**src/mem_pkg.sv**
```systemverilog
package mem_pkg;

  localparam int CYCLE_LEN   = 4;  // fclk per dram cycle
  localparam int NUM_WINDOWS = 4;
  localparam int WINDOW_BITS = 14; // 16k window

  // cpu side
  typedef logic [15:0] zaddr_t;
  typedef logic [7:0]  zbyte_t;
  typedef logic [7:0]  page_t;
  typedef logic [1:0]  win_sel_t;

  // dram side
  // bit 20 picks the ras bank, then row 19..10, column 9..0
  typedef logic [20:0] word_addr_t;
  typedef logic [15:0] dram_word_t;
  typedef logic [9:0]  ra_t;
  typedef logic [1:0]  bsel_t;     // [1] upper byte, [0] lower byte

  typedef enum logic [1:0] {
    PH0,
    PH1,
    PH2,
    PH3
  } phase_t;

  typedef enum logic [1:0] {
    OWN_NONE,
    OWN_CPU,
    OWN_DMA
  } owner_t;

endpackage

```
**src/dram_phase.sv**
```systemverilog
`timescale 1ns/1ps

module dram_phase import mem_pkg::*; (
  input  logic fclk,
  input  logic arst_n,
  output logic c0,
  output logic c1,
  output logic c2,
  output logic c3
);

  phase_t phase;

  always_ff @(posedge fclk or negedge arst_n) begin
    if (!arst_n) begin
      phase <= PH0;
    end else begin
      phase <= phase_t'(phase + 2'd1); // wraps PH3 -> PH0
    end
  end

  assign c0 = (phase == PH0);
  assign c1 = (phase == PH1);
  assign c2 = (phase == PH2);
  assign c3 = (phase == PH3);

  a_phase_onehot: assert property (@(posedge fclk) disable iff (!arst_n)
    $onehot({c0, c1, c2, c3}));

endmodule

```
**src/page_map.sv**
```systemverilog
`timescale 1ns/1ps

module page_map import mem_pkg::*; (
  input  logic       fclk,
  input  logic       arst_n,
  input  logic       page_wr,
  input  win_sel_t   page_win,
  input  page_t      page_data,
  input  zaddr_t     cpu_addr,
  input  logic       cpu_rnw,
  output word_addr_t cpu_waddr,
  output bsel_t      cpu_bsel
);

  page_t    pages [NUM_WINDOWS];
  win_sel_t win;

  always_ff @(posedge fclk or negedge arst_n) begin
    if (!arst_n) begin
      for (int i = 0; i < NUM_WINDOWS; i++) begin
        pages[i] <= '0;
      end
    end else if (page_wr) begin
      pages[page_win] <= page_data;
    end
  end

  // top two address bits pick the window
  assign win = cpu_addr[15:WINDOW_BITS];

  // page, then word offset inside the window
  assign cpu_waddr = {pages[win], cpu_addr[WINDOW_BITS-1:1]};

  // reads fetch the whole word, writes hit one lane
  always_comb begin
    if (cpu_rnw) begin
      cpu_bsel = 2'b11;
    end else if (cpu_addr[0]) begin
      cpu_bsel = 2'b10; // odd byte is the upper lane
    end else begin
      cpu_bsel = 2'b01;
    end
  end

endmodule

```
**src/dram_arbiter.sv**
```systemverilog
`timescale 1ns/1ps

module dram_arbiter import mem_pkg::*; (
  input  logic       fclk,
  input  logic       arst_n,
  input  logic       c3,
  // cpu requester
  input  logic       cpu_req,
  input  logic       cpu_rnw,
  input  word_addr_t cpu_waddr,
  input  bsel_t      cpu_bsel,
  input  zbyte_t     cpu_wrdata,
  // dma requester
  input  logic       dma_req,
  input  logic       dma_rnw,
  input  word_addr_t dma_addr,
  input  dram_word_t dma_wrdata,
  output logic       cpu_next,
  output logic       dma_next,
  output logic       cpu_strobe,
  output logic       dma_strobe,
  // cycle for the controller
  output logic       cyc_valid,
  output logic       cyc_rnw,
  output word_addr_t cyc_addr,
  output bsel_t      cyc_bsel,
  output dram_word_t cyc_wrdata
);

  owner_t owner; // owner of the cycle now on the pins
  logic   cpu_win;
  logic   dma_win;

  // fixed priority, cpu first
  assign cpu_win = c3 & cpu_req;
  assign dma_win = c3 & ~cpu_req & dma_req;

  assign cpu_next = cpu_win;
  assign dma_next = dma_win;

  always_ff @(posedge fclk or negedge arst_n) begin
    if (!arst_n) begin
      cyc_valid <= 1'b0;
      owner     <= OWN_NONE;
    end else if (c3) begin
      cyc_valid <= cpu_win | dma_win;
      if (cpu_win)
        owner <= OWN_CPU;
      else if (dma_win)
        owner <= OWN_DMA;
      else
        owner <= OWN_NONE;
    end
  end

  always_ff @(posedge fclk) begin
    if (cpu_win) begin
      cyc_addr   <= cpu_waddr;
      cyc_rnw    <= cpu_rnw;
      cyc_bsel   <= cpu_bsel;
      cyc_wrdata <= {cpu_wrdata, cpu_wrdata}; // byte on both lanes
    end else if (dma_win) begin
      cyc_addr   <= dma_addr;
      cyc_rnw    <= dma_rnw;
      cyc_bsel   <= 2'b11;
      cyc_wrdata <= dma_wrdata;
    end
  end

  // rddata is valid in ph3, done before the owner changes
  assign cpu_strobe = c3 & (owner == OWN_CPU);
  assign dma_strobe = c3 & (owner == OWN_DMA);

  a_next_excl: assert property (@(posedge fclk) disable iff (!arst_n)
    !(cpu_next && dma_next) && ((cpu_next || dma_next) -> c3));

  a_cpu_done: assert property (@(posedge fclk) disable iff (!arst_n)
    cpu_next |-> ##CYCLE_LEN cpu_strobe);

  a_dma_done: assert property (@(posedge fclk) disable iff (!arst_n)
    dma_next |-> ##CYCLE_LEN dma_strobe);

endmodule

```
**src/dram_ctrl.sv**
```systemverilog
`timescale 1ns/1ps

module dram_ctrl import mem_pkg::*; (
  input  logic       fclk,
  input  logic       arst_n,
  input  logic       c0,
  input  logic       c1,
  input  logic       c2,
  input  logic       c3,
  input  logic       cyc_valid,
  input  logic       cyc_rnw,
  input  word_addr_t cyc_addr,
  input  bsel_t      cyc_bsel,
  input  dram_word_t cyc_wrdata,
  input  dram_word_t rd,
  output ra_t        ra,
  output dram_word_t dram_wd,
  output logic       dram_wd_oe,
  output logic       rwe_n,
  output logic       rucas_n,
  output logic       rlcas_n,
  output logic       rras0_n,
  output logic       rras1_n,
  output dram_word_t rddata
);

  logic ras_act;
  logic cas_act;
  logic wr_act;
  logic bank;

  assign bank = cyc_addr[20];

  // ras held from ph0 through ph2, released in ph3
  assign ras_act = cyc_valid & ~c3;
  assign cas_act = cyc_valid & (c1 | c2);
  assign wr_act  = cas_act & ~cyc_rnw;

  // row in ph0, column after
  assign ra = c0 ? ra_t'(cyc_addr[19:10]) : ra_t'(cyc_addr[9:0]);

  assign rras0_n = ~(ras_act & ~bank);
  assign rras1_n = ~(ras_act & bank);

  // a read always takes both bytes
  assign rucas_n = ~(cas_act & (cyc_rnw | cyc_bsel[1]));
  assign rlcas_n = ~(cas_act & (cyc_rnw | cyc_bsel[0]));

  assign rwe_n      = ~wr_act;
  assign dram_wd_oe = wr_act;
  assign dram_wd    = cyc_wrdata;

  // sample at end of ph2, valid during ph3
  always_ff @(posedge fclk) begin
    if (c2 && cyc_valid && cyc_rnw) begin
      rddata <= rd;
    end
  end

  a_one_bank: assert property (@(posedge fclk) disable iff (!arst_n)
    !(!rras0_n && !rras1_n));

  // cas only under an open row
  a_cas_in_ras: assert property (@(posedge fclk) disable iff (!arst_n)
    (!rucas_n || !rlcas_n) |-> (!rras0_n || !rras1_n));

endmodule

```
**src/zx_mem_core.sv**
```systemverilog
`timescale 1ns/1ps

module zx_mem_core import mem_pkg::*; (
  input  logic       fclk,
  input  logic       arst_n,
  // cpu
  input  logic       cpu_req,
  input  logic       cpu_rnw,
  input  zaddr_t     cpu_addr,
  input  zbyte_t     cpu_wrdata,
  output logic       cpu_next,
  output logic       cpu_strobe,
  // dma
  input  logic       dma_req,
  input  logic       dma_rnw,
  input  word_addr_t dma_addr,
  input  dram_word_t dma_wrdata,
  output logic       dma_next,
  output logic       dma_strobe,
  // page registers
  input  logic       page_wr,
  input  win_sel_t   page_win,
  input  page_t      page_data,
  // dram
  input  dram_word_t rd,
  output ra_t        ra,
  output dram_word_t dram_wd,
  output logic       dram_wd_oe,
  output logic       rwe_n,
  output logic       rucas_n,
  output logic       rlcas_n,
  output logic       rras0_n,
  output logic       rras1_n,
  output dram_word_t rddata
);

  logic       c0, c1, c2, c3;
  word_addr_t cpu_waddr;
  bsel_t      cpu_bsel;
  logic       cyc_valid;
  logic       cyc_rnw;
  word_addr_t cyc_addr;
  bsel_t      cyc_bsel;
  dram_word_t cyc_wrdata;

  dram_phase u_phase (
    .fclk(fclk), .arst_n(arst_n), .c0(c0), .c1(c1), .c2(c2), .c3(c3)
  );

  page_map u_page_map (
    .fclk(fclk), .arst_n(arst_n), .page_wr(page_wr), .page_win(page_win),
    .page_data(page_data), .cpu_addr(cpu_addr), .cpu_rnw(cpu_rnw),
    .cpu_waddr(cpu_waddr), .cpu_bsel(cpu_bsel)
  );

  dram_arbiter u_arbiter (
    .fclk(fclk), .arst_n(arst_n), .c3(c3),
    .cpu_req(cpu_req), .cpu_rnw(cpu_rnw), .cpu_waddr(cpu_waddr),
    .cpu_bsel(cpu_bsel), .cpu_wrdata(cpu_wrdata),
    .dma_req(dma_req), .dma_rnw(dma_rnw), .dma_addr(dma_addr), .dma_wrdata(dma_wrdata),
    .cpu_next(cpu_next), .dma_next(dma_next),
    .cpu_strobe(cpu_strobe), .dma_strobe(dma_strobe),
    .cyc_valid(cyc_valid), .cyc_rnw(cyc_rnw), .cyc_addr(cyc_addr),
    .cyc_bsel(cyc_bsel), .cyc_wrdata(cyc_wrdata)
  );

  dram_ctrl u_ctrl (
    .fclk(fclk), .arst_n(arst_n), .c0(c0), .c1(c1), .c2(c2), .c3(c3),
    .cyc_valid(cyc_valid), .cyc_rnw(cyc_rnw), .cyc_addr(cyc_addr),
    .cyc_bsel(cyc_bsel), .cyc_wrdata(cyc_wrdata), .rd(rd),
    .ra(ra), .dram_wd(dram_wd), .dram_wd_oe(dram_wd_oe), .rwe_n(rwe_n),
    .rucas_n(rucas_n), .rlcas_n(rlcas_n), .rras0_n(rras0_n), .rras1_n(rras1_n),
    .rddata(rddata)
  );

endmodule

```
**config.mk**
```make
export PLATFORM = sky130hd
export DESIGN_NAME = zx_mem_core
export DESIGN_NICKNAME = d
export VERILOG_FILES = /design/src/mem_pkg.sv /design/src/dram_phase.sv /design/src/page_map.sv /design/src/dram_arbiter.sv /design/src/dram_ctrl.sv /design/src/zx_mem_core.sv
export SDC_FILE = /design/constraint.sdc
export NUM_CORES = 1
export LEC_CHECK = 0
export BUFFER_PORTS_ARGS = -buffer_cell sky130_fd_sc_hd__buf_2
export CAP_MARGIN = 20
export CORE_MARGIN = 2
export CORE_UTILIZATION = 53
export CTS_CLUSTER_DIAMETER = 80
export DETAILED_ROUTE_END_ITERATION = 8
export PLACE_DENSITY = 0.85
export SETUP_SLACK_MARGIN = 0.4
export SLEW_MARGIN = 10
export SYNTH_ARGS = -nofsm -noshare
export SYNTH_HDL_FRONTEND = slang
export SYNTH_SLANG_ARGS = --single-unit
export TNS_END_PERCENT = 10
```
**constraint.sdc**
```tcl
create_clock -name fclk -period 3.9 [get_ports fclk]
set_clock_uncertainty 0.1 [all_clocks]
set_input_delay 0.78 -clock fclk [delete_from_list [all_inputs] [get_ports fclk]]
set_output_delay 0.78 -clock fclk [all_outputs]
set_load 0.05 [all_outputs]
```
==> results.yml <==
placement:
  place_ws_ns: 1.397
  hpwl_um: 6173
  gp_congestion: 0.8066
  portBuffers: 145
cells_and_area:
  nets: 472
  fillerInstances: 518
  layout-drive-gt1-share: 0.6649
  seq_area_um2: 2608
  antenna_cells: 0
  area_growth_pct: 26.46
  multi_input_area_um2: 1290
drt:
  vias_per_cell: 5.205
  drtIter0Drc: 89
  drcViolationCount: 0
  ant_nets: 0
  wl_per_cell_um: 17.04
  routed_wl_um: 8144
  first_pass_iters: 4
  vias: 2488
setup_path:
  crit_fanout: 10
  crit_chain: "inv_1 -> ha_1 -> mux2_2 -> buf_2"
  ff2ff_setup_slack_ns: 1.85
  worstSetupStartpointType: "register"
  critPathRequiredTime_ns: 3.02
  worstSetupEndpointType: "output port"
  path_class: "reg -> out"
  critPathSlowestCell: "ha_1"
  arrival_ns: 1.99
  max_stage_delay_ns: 0.51
  r2r_cells: 4
pwr:
  cellLeakagePower_uw: 0.002145
  ir_drop_mv: 0.3327
  cellPowerDensity_nw_per_um2: 401.9
cts:
  cts_tree: "built"
  clkSinkCount: 93
  cts_max_level: 3
  cts_resized: 0
  clk_latency_ns: 0.34
  cts_root_buffer: "clkbuf_8"
  ctsHoldBuffers: 0
  postCtsSetupBuffers: 0
  cts_buffers: 9
  clock_path_buffers: 2
  clkTransAtPathRegs_ns: 0.09
timing:
  finalHoldViolCount: 0
  rsz0062_at_grt: "false"
  layout_setup_ws_ns: 1.027
  min_period_ns: 2.873
  post-route-period-util: 0.7367
  tightest_slew_ns: 0.8106
  finalSetupTns_ns: 0
  fmax_mhz: 348.1
  finalSetupViolCount: 0
  drv_slew: 0
  slew_headroom: 0.4596
floorplanning:
  start_util: 0.5449
  dieWidth_um: 90.36
  core_area_um2: 7253
  placement_rows: 31
  die_h_um: 90.36
  pin_count: 146
  dieArea_um2: 8164
run:
  cap_violations: 0
global_route:
  grt_busiest_layer: "met2"
  antenna_found_initial: 0
  grt_first_pass_wirelength_um: 12730
  grt_pass1_vias: 2580
  grt_use_met3: 0.04090
  overflow: 0
  grt_use_met1: 0.2481
  grt_max_degree: 38
  met2_usage: 0.3596
  track_usage: 0.2028
synth:
  yosysSeqAreaShare: 0.6597
  syn_area_um2: 3953
  syn_area_per_cell_um2: 17.88
  yosys_register_bits: 93
  syn_nets: 319
  synthCells: 221
  yosysWarnings: 0
  synth_cell_type_count: 22
run_status:
  status: "finished clean"
hold_path:
  hold_path_class: "reg -> reg"
  hold_depth: 1
per-layer routing:
metal	part of all wire	wire, um
met5	0	0
met4	0.0017	14
met3	0.058	476
met2	0.54	4411
met1	0.40	3241
sequential cells by signal (all words and copies together), names as in the netlist:
| register | flops |
|---|---|
| u_arbiter.cyc_addr | 21 |
| u_arbiter.cyc_bsel | 2 |
| u_arbiter.cyc_rnw | 1 |
| u_arbiter.cyc_valid | 1 |
| u_arbiter.cyc_wrdata | 16 |
| u_arbiter.owner | 2 |
| u_ctrl.rddata | 16 |
| u_page_map.pages | 32 |
| u_phase.phase | 2 |
synthesized netlist by cell type (all sizes together):
| master | instances | share of area |
|---|---|---|
| mux2 | 80 | 0.23 |
| edfxtp | 56 | 0.43 |
| dfrtp | 37 | 0.23 |
| mux4 | 8 | 0.046 |
| inv | 6 | 0.0057 |
| buf | 5 | 0.0079 |
| ha | 4 | 0.013 |
| nand2 | 4 | 0.0038 |
| nand3b | 4 | 0.0076 |
| and3 | 3 | 0.0047 |
| nor2 | 2 | 0.0019 |
| o211ai | 2 | 0.0038 |
| o21ai | 2 | 0.0025 |
| a31oi | 1 | 0.0016 |
| clkbuf | 1 | 0.00095 |
| nand3 | 1 | 0.0013 |
| nand4b | 1 | 0.0022 |
| nor3b | 1 | 0.0047 |
| or2 | 1 | 0.0016 |
| or3 | 1 | 0.0016 |
| or3b | 1 | 0.0022 |
report_power, final:
| group | switching (uW) | total (uW) | leakage [uW] | internal [uW] |
|---|---|---|---|---|
| clock | 303 | 661 | 0.0000986 | 358 |
| sequential | 32.3 | 1140 | 0.000936 | 1110 |
| combinational | 77.5 | 208 | 0.00111 | 130 |
critical path: cells and delay by family (launching register included):
kind	cells	cell delay (ns)
flip-flops	1	0.41
adder cells (fa/ha/maj)	1	0.51
buffers and inverters	2	0.31
multiplexers	1	0.40
final timing paths:
check | from | endpoint
hold / removal | u_page_map.pages[14] | u_page_map.pages[14]
hold reg to reg | u_page_map.pages[14] | u_page_map.pages[14]
max in group asynchronous | arst_n | u_page_map.pages[29]
setup reg to reg | u_phase.phase[1] | u_arbiter.cyc_addr[15]
min in group asynchronous | arst_n | u_page_map.pages[24]
setup / recovery | u_phase.phase[0] | ra[5]
final cells by class:
type | instances | share of cell area
timing repair buffer | 148 | 0.1497
inverter | 6 | 0.004506
clock inverter | 5 | 0.01502
sequential | 93 | 0.5217
tap | 99 | 0.02478
multi-input combinational | 116 | 0.2581
clock buffer | 11 | 0.02628
logic make-up after synthesis:
family / after synthesis / share of synthesized area
flip-flops: 93 / 0.6597
multiplexers: 88 / 0.2735
AND/OR/NAND/NOR: 19 / 0.03166
buffers and inverters: 12 / 0.01456
AO/OA/AOI/OAI: 5 / 0.007914
adder cells (fa/ha/maj): 4 / 0.01266
per-stage QoR:
step                std cells  area, um^2    util  hold slack [ns]  power (uW)
floorplan                 221        3953       -           0.3648        1279
global placement          462        4792  0.6607           0.3758        1357
detailed placement        462        4792  0.6607           0.3877        1372
global route              478        4999  0.6892           0.4235        2090
CTS                       478        4999  0.6892           0.4075        2029
finish                    478        4999  0.6892           0.4093        2009
cell usage in the layout, fill, tap and decap left out:
cell type / count
buf_2: 145
mux2_2: 80
edfxtp_1: 56
dfrtp_1: 37
clkbuf_8: 9
mux4_2: 8
inv_1: 6
nand3b_1: 4
ha_1: 4
nand2_1: 3
and3_1: 3
buf_4: 3
o211ai_1: 2
nor2_1: 2
o21ai_0: 2
bufinv_16: 2
clkinv_1: 2
clkbuf_1: 2
nand2_2: 1
or2_2: 1
or3b_2: 1
nor3b_4: 1
nand3_1: 1
nand4b_1: 1
a31oi_1: 1
or3_1: 1
clkinvlp_4: 1
Note: power is estimated with default switching activity, not from simulation.
